$ cat src/include/bf_defs.svh
`ifndef BF_DEFS_SVH
`define BF_DEFS_SVH

// filter geometry
`define BF_FILTER_SIZE 131072
`define BF_INDEX_W 17
// at most 3 stacks, the last hash shift is 3 - i
`define BF_NUM_STACKS 2

// stream widths
`define BF_ADDR_W 27
`define BF_ID_W 8
`define BF_CSR_W 64

// request to flag delay in cycles
`define BF_READ_LATENCY 2

// command words
`define BF_CMD_IDLE 64'h7EA7BA0F2EA9BA08
`define BF_CMD_INSERT 64'hAFE0D0FDBF0FAFC0
`define BF_CMD_REMOVE 64'hAECF0EAFBEABBCBF
`define BF_CMD_CHECK 64'hFEA0AFE0B0FFA0EF
`define BF_CMD_LOAD_CODE 64'hF0E0FEA0BACFEFAC
`define BF_CMD_MATCH_CODE 64'hCEAFE0AC0FEF0AE0

`define BF_HASH_SEED 32'h811c9dc5

// load-code word markers, bits 63:59 and 4:0
`define BF_MARK_HI 5'b01010
`define BF_MARK_LO 5'b10101

`endif
$ cat src/design/bf_pkg.sv
`include "bf_defs.svh"

package bf_pkg;

    typedef enum logic [2:0] {
        MODE_IDLE,
        MODE_INSERT,
        MODE_REMOVE,
        MODE_CHECK,
        MODE_LOAD_CODE,
        MODE_MATCH_CODE
    } bf_mode_t;

    typedef logic [`BF_INDEX_W-1:0] bf_index_t;

    typedef logic [`BF_ADDR_W-1:0] bf_addr_t;

    // one request as it moves down the delay line
    typedef struct packed {
        logic                valid;
        logic [`BF_ID_W-1:0] id;
    } bf_req_t;

endpackage

$ cat src/design/bf_fault_select.sv
`timescale 1ns/10ps
`include "bf_defs.svh"

module bf_fault_select import bf_pkg::*; (
    input  logic                clk,
    input  logic                rst_n,
    input  bf_mode_t            mode,
    input  bf_addr_t            mask,
    input  bf_addr_t            code,
    input  bf_addr_t            addr_ar,
    input  logic [`BF_ID_W-1:0] arid,
    input  logic                arvalid,
    input  logic [`BF_ID_W-1:0] awid,
    input  logic                awvalid,
    input  logic                ar_member,
    input  logic                aw_member,
    output logic [`BF_ID_W-1:0] arid_bf,
    output logic                arvalid_bf,
    output logic [`BF_ID_W-1:0] awid_bf,
    output logic                awvalid_bf,
    output logic                ar_is_faulty,
    output logic                aw_is_faulty
);

    bf_req_t ar_req;
    bf_req_t aw_req;
    bf_req_t ar_req_q;
    bf_req_t aw_req_q;
    logic    code_match;
    logic    code_match_q;

    assign ar_req     = '{valid: arvalid, id: arid};
    assign aw_req     = '{valid: awvalid, id: awid};
    assign code_match = (mode == MODE_MATCH_CODE) && ((addr_ar & mask) == (code & mask));

    bf_delay_line #(.payload_t(bf_req_t), .DEPTH(`BF_READ_LATENCY)) i_ar_delay (
        .clk  (clk),
        .rst_n(rst_n),
        .din  (ar_req),
        .dout (ar_req_q)
    );

    bf_delay_line #(.payload_t(bf_req_t), .DEPTH(`BF_READ_LATENCY)) i_aw_delay (
        .clk  (clk),
        .rst_n(rst_n),
        .din  (aw_req),
        .dout (aw_req_q)
    );

    // match travels alongside the read request
    bf_delay_line #(.payload_t(logic), .DEPTH(`BF_READ_LATENCY)) i_match_delay (
        .clk  (clk),
        .rst_n(rst_n),
        .din  (code_match),
        .dout (code_match_q)
    );

    assign arid_bf    = ar_req_q.id;
    assign arvalid_bf = ar_req_q.valid;
    assign awid_bf    = aw_req_q.id;
    assign awvalid_bf = aw_req_q.valid;

    // flags use the mode seen when the request leaves
    always_comb begin
        ar_is_faulty = 1'b0;
        aw_is_faulty = 1'b0;
        case (mode)
            MODE_CHECK: begin
                ar_is_faulty = arvalid_bf & ar_member;
                aw_is_faulty = awvalid_bf & aw_member;
            end
            MODE_MATCH_CODE: begin
                ar_is_faulty = arvalid_bf & code_match_q;
                aw_is_faulty = awvalid_bf & aw_member;
            end
            default: begin
                ar_is_faulty = 1'b0;
                aw_is_faulty = 1'b0;
            end
        endcase
    end

endmodule

$ cat src/design/bf_delay_line.sv
`timescale 1ns/10ps

module bf_delay_line #(
    parameter type payload_t = logic,
    parameter int  DEPTH     = 2
) (
    input  logic     clk,
    input  logic     rst_n,
    input  payload_t din,
    output payload_t dout
);

    payload_t stage [DEPTH];

    always_ff @(posedge clk) begin
        if (!rst_n) begin
            for (int i = 0; i < DEPTH; i++) begin
                stage[i] <= '0;
            end
        end else begin
            stage[0] <= din;
            for (int i = 1; i < DEPTH; i++) begin
                stage[i] <= stage[i-1];
            end
        end
    end

    assign dout = stage[DEPTH-1];

endmodule

$ cat config.mk
export PLATFORM = sky130hd
export DESIGN_NAME = bf_fault_select
export DESIGN_NICKNAME = d
export VERILOG_FILES = /design/src/design/bf_pkg.sv /design/src/design/bf_fault_select.sv /design/src/design/bf_delay_line.sv
export VERILOG_INCLUDE_DIRS = /design/src /design/src/include
export SDC_FILE = /design/constraint.sdc
export NUM_CORES = 1
export LEC_CHECK = 0
export ABC_AREA = 1
export ABC_CLOCK_PERIOD_IN_PS = 2050
export BUFFER_PORTS_ARGS = -buffer_cell sky130_fd_sc_hd__clkbuf_2
export CAP_MARGIN = 10
export CORE_MARGIN = 5
export CORE_UTILIZATION = 45
export CTS_CLUSTER_DIAMETER = 120
export CTS_CLUSTER_SIZE = 16
export DETAILED_ROUTE_END_ITERATION = 10
export PLACE_DENSITY = 0.85
export REMOVE_ABC_BUFFERS = 1
export SETUP_SLACK_MARGIN = 0.05
export SYNTH_ARGS = -nofsm -noshare
export SYNTH_HDL_FRONTEND = slang
export SYNTH_HIERARCHICAL = 1
export SYNTH_SLANG_ARGS = --single-unit
$ cat constraint.sdc
create_clock -name clk -period 2.05 [get_ports clk]
set_clock_uncertainty 0.1 [all_clocks]
set_input_delay 0.3075 -clock clk [delete_from_list [all_inputs] [get_ports clk]]
set_output_delay 0.3075 -clock clk [all_outputs]
set_load 0.02 [all_outputs]
==> summary.txt <==
Run status
  • Status: complete, no violations

Worst setup path
  • Largest stage delay on the critical path: about 0.17 ns
  • CP dominant cell by count: clkbuf_2
  • CP arrival: 0.99 ns
  • Worst path cell trace: clkbuf_2 -> inv_1 -> nand3_1 -> nand2_1 -> o211ai_1 -> nor2_1 -> clkbuf_2
  • Largest fanout on the critical path: 4
  • Critical path class: input pin to output port
  • WP buf/inv: 3
  • Crit. End Element: output port
  • Nature of the critical path startpoint: input pin
  • Slowest cell on crit path: clkbuf_2
  • Worst EP required: approximately 1.6 ns
  • CP delay by family, top: simple AND/OR/NAND/NOR gates

Timing
  • Final Setup Violations: 0
  • Fmax: between 700 and 800 MHz
  • Crit share post-route: 0.681
  • Final Hold Viols: 0
  • Worst Max-Slew Pin Slew: 0.717 ns
  • Final setup TNS: 0 ns
  • RSZ-0062 raised after global routing: no
  • Post-route setup slack: around 0.65 ns
  • Hold Slack: about 0.11 ns
  • Fin. max-slew vios: 0
  • Relative slew slack: 0.522
  • Min Tclk post-route: 1.40 ns

Power
  • Sequential Power Share: 0.505
  • Switching Power: around 0.00037 W
  • Combinational share of power: 0.170
  • Sw Ratio: 0.241
  • PD cells: between 600 and 700 nW/um2
  • Clock share of power: 0.325
  • Internal power: 0.00117 W
  • LEAKAGE: 1.70 nW
  • VDD IR max: 0.000438 V

Clocking
  • CTS Buffer Depth: 2
  • Worst-Skew Late Latency: about 0.28 ns
  • Post-CTS Hold Fix Bufs: 0
  • Post-CTS setup repair buffer count: 0
  • Clock root cell: clkbuf_8
  • CTS tree: yes
  • Clk slew on worst S/H paths: 0.07 ns
  • CTS Sinks: 38
  • PostCTS Resize Cnt: 0
  • H-Tree Level Count: 2
  • Clock buffer count from CTS: 5

Synthesis
  • Post-Synthesis Cells: 285
  • Register area share after synthesis: 0.405
  • Synth top area share: 0.405
  • Cell taking the most area after synthesis: dfxtp_1
  • Mapped Avg Cell Area: around 6.6 um2
  • Library cells used by synthesis: 15
  • Yosys reg bits: 38
  • Synth cell count leaders: nand2_1 (90), inv_1 (66), dfxtp_1 (38), nor2_1 (29), nand3_1 (25)
  • Ys flop type: dfxtp_1
  • Asr flop ratio synth: 0
  • Dominant cells by area after synthesis: dfxtp_1 (40%), nand2_1 (18%), inv_1 (13%), buf_4 (7.2%), nand3_1 (6.7%)
  • Mapped Area: 1880 um2
  • Yosys warning count: 6
  • Number of flops mapped to enable cells by yosys: 0
  • Most frequent cell after synthesis: nand2_1

Drt
  • Routed vias/inst: 4.16
  • Routed Wire Length: between 4 and 5 mm
  • WL per Instance: 9.82 um
  • Drt initial violations: 38
  • Post-route ant nets: 0
  • Via count: 1856
  • First drt pass iteration count: 5
  • DRC: 0

Global routing
  • Grt total ovfl: 0
  • Gr usage total: 0.156
  • Largest net degree at the start of global routing: 39
  • Initial antenna violation count: 0
  • First-pass GRT wire length: between 6 and 7 mm
  • Number of global-route vias before repair: around 1800

Die
  • Row count: 23
  • Core area: 4030 um2
  • Die Height: roughly 75 um
  • Initial core utilization: 0.467
  • Die area: 5570 um2
  • I/O pins: about 130
  • Die width: 74.6 um

Cells and area
  • Ant. Diodes: 0
  • Fillers: roughly 400
  • Area occupied by multi-input gates: 674 um2
  • Nets@finish: 501
  • Share of layout cells above drive strength 1: 0.338
  • Area Overhead vs Synth: 30.9%
  • Register Area: between 700 and 800 um2

Place
  • DP HPWL: around 3.7 mm
  • GP Congestion: 0.851
  • Port Buffer Count: 125
  • Dpl ws: 0.642 ns

Flow run
  • Max-cap violations: 0

Worst hold path
  • Worst Hold Class: input pin to flip-flop
[flip-flops by register name, summed over array words and instances (netlist names)]
signal / flops
i_match_delay/stage: 2
i_aw_delay/stage: 18
i_ar_delay/stage: 18
[cells in the final DEF (no fill, tap or decap), drive strengths merged]
cell type,count
inv,66
dfxtp,38
o21a,1
nand3b,6
nand3,25
o211ai,1
nand2,92
or2,4
o21ai,1
nor2,29
clkbuf,132
clkinv,1
[path summary, 6_finish.rpt]
| path | depth (start not counted) | end | slack, ns | from |
|---|---|---|---|---|
| worst max-delay path | 7 | ar_is_faulty | 0.65 | mode[1] |
| worst min-delay path | 3 | i_ar_delay/stage[0][2]$_SDFF_PN0_ | 0.11 | arid[2] |
| worst max register to register | 2 | i_aw_delay/stage[0][14]$_SDFF_PN0_ | 1.43 | i_aw_delay/stage[0][5]$_SDFF_PN0_ |
| worst min register to register | 2 | i_ar_delay/stage[0][16]$_SDFF_PN0_ | 0.31 | i_ar_delay/stage[0][7]$_SDFF_PN0_ |
[layout make-up]
class | instances | share of cell area
timing repair buffer | 125 | 0.254
sequential | 38 | 0.309
tap | 50 | 0.0254
clock inverter | 1 | 0.00203
multi-input combinational | 159 | 0.274
clock buffer | 7 | 0.0351
inverter | 66 | 0.101
[cell families after synthesis]
family                 count (synthesis)  synth area share
and+or+nand+nor                      156             0.348
buffers and inverters                 88             0.237
DFF                                   38             0.405
AOI/OAI and AO/OA                      3            0.0106
[routing by layer]
metal / up-vias / global-route usage / wire length [um]
li1: 1022 / - / -
met1: 767 / 0.149 / 1650
met2: 59 / 0.306 / 2260
met3: 8 / 0.0387 / 376
met4: 0 / 0.0731 / 97
met5: - / 0 / 0
[power by group through the flow]
stage	combinational, W	sequential [W]	clock, W
finish	0.000262	0.000780	0.000502
global route	0.000302	0.000783	0.000546
CTS	0.000265	0.000780	0.000515
detailed placement	0.000264	0.000796	0
global placement	0.000253	0.000795	0
floorplan	0.0000961	0.000813	0
[per-stage QoR]
step                       util  instances  instance area [um2]  total power [W]
final                     0.611        446                 2460          0.00154
after global routing      0.611        446                 2460          0.00163
after floorplan               -        263                 1680         0.000910
after detailed placement  0.589        438                 2370          0.00106
after global placement    0.589        438                 2370          0.00105
after CTS                 0.611        446                 2460          0.00156
[worst register-to-register path, stage by stage, from the launching register on]
cell and delay, ns:
dfxtp_1 0.30, nand2_1 0.06, inv_1 0.05
(Power assumes the default switching activity.)
