## src/include/bf_defs.svh

```systemverilog
`ifndef BF_DEFS_SVH
`define BF_DEFS_SVH

// filter geometry
`define BF_FILTER_SIZE 131072
`define BF_INDEX_W 17
// at most 3 stacks, the last hash shift is 3 - i
`define BF_NUM_STACKS 2

// stream widths
`define BF_ADDR_W 27
`define BF_ID_W 8
`define BF_CSR_W 64

// request to flag delay in cycles
`define BF_READ_LATENCY 2

// command words
`define BF_CMD_IDLE 64'h7EA7BA0F2EA9BA08
`define BF_CMD_INSERT 64'hAFE0D0FDBF0FAFC0
`define BF_CMD_REMOVE 64'hAECF0EAFBEABBCBF
`define BF_CMD_CHECK 64'hFEA0AFE0B0FFA0EF
`define BF_CMD_LOAD_CODE 64'hF0E0FEA0BACFEFAC
`define BF_CMD_MATCH_CODE 64'hCEAFE0AC0FEF0AE0

`define BF_HASH_SEED 32'h811c9dc5

// load-code word markers, bits 63:59 and 4:0
`define BF_MARK_HI 5'b01010
`define BF_MARK_LO 5'b10101

`endif
```

## src/design/bf_pkg.sv

```systemverilog
`include "bf_defs.svh"

package bf_pkg;

    typedef enum logic [2:0] {
        MODE_IDLE,
        MODE_INSERT,
        MODE_REMOVE,
        MODE_CHECK,
        MODE_LOAD_CODE,
        MODE_MATCH_CODE
    } bf_mode_t;

    typedef logic [`BF_INDEX_W-1:0] bf_index_t;

    typedef logic [`BF_ADDR_W-1:0] bf_addr_t;

    // one request as it moves down the delay line
    typedef struct packed {
        logic                valid;
        logic [`BF_ID_W-1:0] id;
    } bf_req_t;

endpackage

```

## src/design/bf_command_decoder.sv

```systemverilog
`timescale 1ns/10ps
`include "bf_defs.svh"

module bf_command_decoder import bf_pkg::*; (
    input  logic                 clk,
    input  logic                 rst_n,
    input  logic [`BF_CSR_W-1:0] csr_data,
    output bf_mode_t             mode,
    output bf_addr_t             key,
    output logic                 wr_en,
    output logic                 wr_bit,
    output bf_addr_t             mask,
    output bf_addr_t             code
);

    logic [`BF_CSR_W-1:0] csr_q;
    bf_mode_t             mode_next;
    logic                 is_cmd;
    logic                 code_word;

    always_ff @(posedge clk) begin
        if (!rst_n) begin
            csr_q <= '0;
        end else begin
            csr_q <= csr_data;
        end
    end

    // any command word moves the fsm, anything else holds it
    always_comb begin
        mode_next = mode;
        is_cmd    = 1'b1;
        case (csr_q)
            `BF_CMD_IDLE:       mode_next = MODE_IDLE;
            `BF_CMD_INSERT:     mode_next = MODE_INSERT;
            `BF_CMD_REMOVE:     mode_next = MODE_REMOVE;
            `BF_CMD_CHECK:      mode_next = MODE_CHECK;
            `BF_CMD_LOAD_CODE:  mode_next = MODE_LOAD_CODE;
            `BF_CMD_MATCH_CODE: mode_next = MODE_MATCH_CODE;
            default:            is_cmd = 1'b0;
        endcase
    end

    assign code_word = (csr_q[63:59] == `BF_MARK_HI) && (csr_q[4:0] == `BF_MARK_LO);

    always_ff @(posedge clk) begin
        if (!rst_n) begin
            mode <= MODE_IDLE;
            mask <= '0;
            code <= '0;
        end else begin
            mode <= mode_next;
            if ((mode == MODE_LOAD_CODE) && code_word) begin
                mask <= csr_q[32 +: `BF_ADDR_W];
                code <= csr_q[5 +: `BF_ADDR_W];
            end
        end
    end

    // key sits in bits 33:7 of a data word
    assign key    = csr_q[7 +: `BF_ADDR_W];
    assign wr_en  = ((mode == MODE_INSERT) || (mode == MODE_REMOVE)) && !is_cmd;
    assign wr_bit = (mode == MODE_INSERT);

endmodule

```

## config.mk

```make
export PLATFORM = sky130hd
export DESIGN_NAME = bf_command_decoder
export DESIGN_NICKNAME = d
export VERILOG_FILES = /design/src/design/bf_pkg.sv /design/src/design/bf_command_decoder.sv
export VERILOG_INCLUDE_DIRS = /design/src /design/src/include
export SDC_FILE = /design/constraint.sdc
export NUM_CORES = 1
export LEC_CHECK = 0
export ABC_AREA = 1
export BUFFER_PORTS_ARGS = -buffer_cell sky130_fd_sc_hd__buf_2
export CORE_MARGIN = 3
export CORE_UTILIZATION = 38
export CTS_CLUSTER_SIZE = 14
export DETAILED_ROUTE_END_ITERATION = 8
export GPL_ROUTABILITY_DRIVEN = 0
export GPL_TIMING_DRIVEN = 0
export HOLD_SLACK_MARGIN = 0.08
export PLACE_DENSITY_LB_ADDON = 0.3
export SYNTH_ARGS = -nofsm -noshare
export SYNTH_HDL_FRONTEND = slang
export SYNTH_SLANG_ARGS = --single-unit
```

## constraint.sdc

```tcl
create_clock -name clk -period 3.8 [get_ports clk]
set_clock_uncertainty 0.05 [all_clocks]
set_input_delay 0.57 -clock clk [delete_from_list [all_inputs] [get_ports clk]]
set_output_delay 0.57 -clock clk [all_outputs]
set_load 0.02 [all_outputs]
```

==> run_results.csv <==
group,metric,value,unit
drt,first_pass_iters,5,
clock_tree,cts.repair.resized,0,
worst_hold_path,critical_hold_path_startpoint,"csr_data[10]",
drt,met2_length,7350,µm
drt,detail_route.wl_per_cell,14.2,µm
setup_path,worstPathCellList,"nor2_1, nand2_1, nor2_1, inv_1, nor2_1, nand2_1, nor2_1, nor2_1, nand3_1, a21oi_1, buf_2",
sta,setup-violations-final,0,
floorplanning,core.rowCount,44,
logic_synthesis,syn-cell-area,5720,µm²
worst_hold_path,whs_endpoint,"csr_q[10]$_SDFF_PN0_",
clock_tree,post-cts-setup-buffer-count,0,
global_routing,grt_pass1_vias,5193,
clock_tree,tritoncts_num_sinks,121,
outcome,status,"finished, final reports clean",
place,count_of_input_and_output_buffers,151,
setup_path,critical_path_launch_point,"csr_q[0]$_SDFF_PN0_",
place,post_detail_place_hpwl,13500,µm
floorplanning,pin_count,152,
sta,slew_violations,0,
clock_tree,cts_tree,"built",
logic_synthesis,synthesized_area_fraction_occupied_by_adder_cells,0,
drt,via_per_inst,4.62,
floorplanning,dieArea,16600,µm²
clock_tree,cts_buffers,17,
setup_path,cp.arrival,2.30,ns
global_routing,grt_usage,0.208,
sta,achievable-frequency,0.342,GHz
sta,holdWs,0.280,ns
logic_synthesis,yosys_warnings,0,
setup_path,setup.reg_to_reg.worst_slack,1.73,ns
setup_path,worst_ep_required_time,3.18,ns
finish,fill_cells,1514,
logic_synthesis,synth.lib_cells_used.distinct,22,
drt,drtAntennaViolNets,0,
setup_path,cp_slowest_cell,"sky130_fd_sc_hd__nor2_1",
drt,dr_wl_met3,1300,µm
sta,unrepaired_setup_endpoints_after_global_routing,"false",
setup_path,rr_worst_depth,6,
drt,wirelength,16900,µm
logic_synthesis,yosys.area_share.simple,0.376,
logic_synthesis,synth-compound-area-share,0.0599,
clock_tree,clock_tree.htree_level_count,4,
clock_tree,cts.path.max_buffers,2,
logic_synthesis,synth-seq-cells,121,
finish,seq_area,2420,µm²
logic_synthesis,synthCells,827,
setup_path,setup.worst_path.end_class,"primary output",
setup_path,worst_setup_path_type,"reg -> out",
pwr,reported_net_switching_power,0.757,mW
sta,finalSetupTns,0,ns
global_routing,antenna_found_initial,0,
pwr,pwr_density_cell,441,nW/µm²
setup_path,critPathTopFamily,"simple AND/OR/NAND/NOR gates",
pwr,pwr-share-comb,0.069,
floorplanning,initial_utilization,0.391,
drt,met1_length,7810,µm
pwr,switching_share,0.235,
global_routing,grt.overflow.total,0,
global_routing,grt_pass1_wl,26500,µm
clock_tree,path_clk_slew,0.05,ns
logic_synthesis,syn-num-nets,893,
finish,multi_input_combinational_cell_area,2500,µm²
drt,drt_first_iter_violations,392,
logic_synthesis,synth.area.mux_share,0,
sta,max-slew-margin-rel,0.447,
finish,flow.area_growth_from_synthesis,28.0,%
sta,finalCritPeriodShare,0.770,
setup_path,worst_path_most_repeated_cell,"sky130_fd_sc_hd__nor2_1",
drt,drc_errors,0,
drt,num_vias,5517,
flow_run,timing.max_cap.violations,0,
finish,n_diodes,0,
pwr,p_leak,3.74,nW
finish,design.final.nets,1063,
logic_synthesis,yosysSeqAreaShare,0.423,
sta,timing_hold_violations_final,0,
setup_path,crit-reg2reg-launch,"csr_q[3]$_SDFF_PN0_",
logic_synthesis,synth_xor_xnor_area_share,0,
pwr,internal_power,2.47,mW
pwr,power.share.sequential,0.419,
drt,routed.top_layer,"met4",
global_routing,grt_start_max_net_pins,17,
finish,post_route_cells_drive_above_1_share,0.273,
setup_path,critical_path.max_fanout,5,
clock_tree,clock_tree.root_cell,"sky130_fd_sc_hd__clkbuf_16",
finish,most-common-layout-cells,"sky130_fd_sc_hd__nand2_1 (204), sky130_fd_sc_hd__nor2_1 (202), sky130_fd_sc_hd__buf_2 (154), sky130_fd_sc_hd__inv_1 (126), sky130_fd_sc_hd__dfxtp_1 (121)",
floorplanning,core_area,14600,µm²
setup_path,setup.worst_path.start_class,"flip-flop",
setup_path,delay_contributed_by_the_slowest_stage_of_the_critical_path,0.34,ns
sta,finalCriticalPeriod,2.92,ns
pwr,peakVddDrop,0.299,mV
pwr,pwr-share-clk,0.512,
setup_path,r2r_end,"mask[1]$_SDFFE_PN0P_",
finish,layout.cells.most_common,"sky130_fd_sc_hd__nand2_1",
clock_tree,clk_latency,0.42,ns
setup_path,worst-path-buf-inv,2,
logic_synthesis,synthesis.area_per_instance,6.92,µm²
sta,timing_worst_slew_pin_value,0.829,ns
floorplanning,die_x,129,µm
clock_tree,hold_buffers,0,
floorplanning,fp.dieH,129,µm
logic_synthesis,largest_family_of_logic_cells_by_synthesized_area,"simple AND/OR/NAND/NOR gates",
worst_hold_path,hold_path.class,"in -> reg",
worst_hold_path,whs_path_depth,3,
==> worst max path at each step <==
stage,end,slack [ns],cells after the start
detailed placement,wr_en,1.42,12
floorplan,wr_en,1.78,11
CTS,wr_en,0.94,11
global placement,wr_en,1.41,12
finish,wr_en,0.88,11
global route,wr_en,0.66,12
==> flip-flops by register name (all words and copies together) (netlist names) <==
register  cells
csr_q        64
code         27
mode          3
mask         27
==> layer usage <==
layer	vias to the layer above	global-route usage
li1	2826	-
met1	2425	0.280
met2	232	0.324
met3	34	0.0535
met4	0	0.0766
met5	-	0
==> synth_stat cells <==
cell type                  instances  area, µm²
sky130_fd_sc_hd__nand2_1         204        766
sky130_fd_sc_hd__nor2_1          202        758
sky130_fd_sc_hd__inv_1           126        473
sky130_fd_sc_hd__dfxtp_1         121       2420
sky130_fd_sc_hd__buf_4            33        248
sky130_fd_sc_hd__nor3_1           29        145
sky130_fd_sc_hd__a211oi_2         26        325
sky130_fd_sc_hd__nor3_2           26        260
sky130_fd_sc_hd__nand3_1          17       85.1
sky130_fd_sc_hd__clkbuf_1         16       60.1
sky130_fd_sc_hd__nand4_1          11       68.8
sky130_fd_sc_hd__buf_2             3       15.0
sky130_fd_sc_hd__a21oi_1           2       10.0
sky130_fd_sc_hd__inv_2             2       7.51
sky130_fd_sc_hd__nand3b_1          2       15.0
sky130_fd_sc_hd__a211oi_1          1       7.51
sky130_fd_sc_hd__and2_1            1       6.26
sky130_fd_sc_hd__nand4_2           1       12.5
sky130_fd_sc_hd__nor2_4            1       11.3
sky130_fd_sc_hd__nor4_2            1       12.5
sky130_fd_sc_hd__or2_2             1       6.26
sky130_fd_sc_hd__or3_1             1       6.26
==> power groups by stage <==
stage               clock (mW)  sequential (mW)  combinational, mW
floorplan                    0             1.36              0.138
global placement             0             1.38              0.220
detailed placement           0             1.38              0.221
CTS                       1.68             1.35              0.223
global route              1.72             1.36              0.249
finish                    1.65             1.35              0.222
==> cell families after synthesis <==
group           count (synthesis)
compound gates                 29
buf+inv                       180
flops                         121
simple gates                  497
==> cell type report <==
| type | instances | area share |
|---|---|---|
| buffer | 52 | 0.0441 |
| sequential | 121 | 0.331 |
| clock inverter | 11 | 0.0198 |
| timing repair buffer | 151 | 0.103 |
| clock buffer | 21 | 0.0642 |
| inverter | 128 | 0.0656 |
| tap | 184 | 0.0314 |
| multi-input combinational | 526 | 0.341 |
==> tightest hold or removal path: stages <==
cell and delay (ns):
sky130_fd_sc_hd__buf_2 0.07, sky130_fd_sc_hd__nand2_1 0.04, sky130_fd_sc_hd__inv_1 0.04
==> stage by stage <==
| stage | util | power [mW] | instances | instance area [µm²] | setup slack, ns |
|---|---|---|---|---|---|
| 6_report | 0.500 | 3.23 | 1194 | 7320 | 0.875 |
| 5_1_grt | 0.500 | 3.33 | 1194 | 7320 | 0.661 |
| 4_1_cts | 0.500 | 3.25 | 1194 | 7320 | 0.937 |
| 3_5_place_dp | 0.458 | 1.60 | 1162 | 6710 | 1.42 |
| 3_3_place_gp | 0.458 | 1.60 | 1162 | 6710 | 1.41 |
| 2_1_floorplan | - | 1.50 | 827 | 5720 | 1.78 |
No activity file was read; power rests on OpenSTA's default activity.
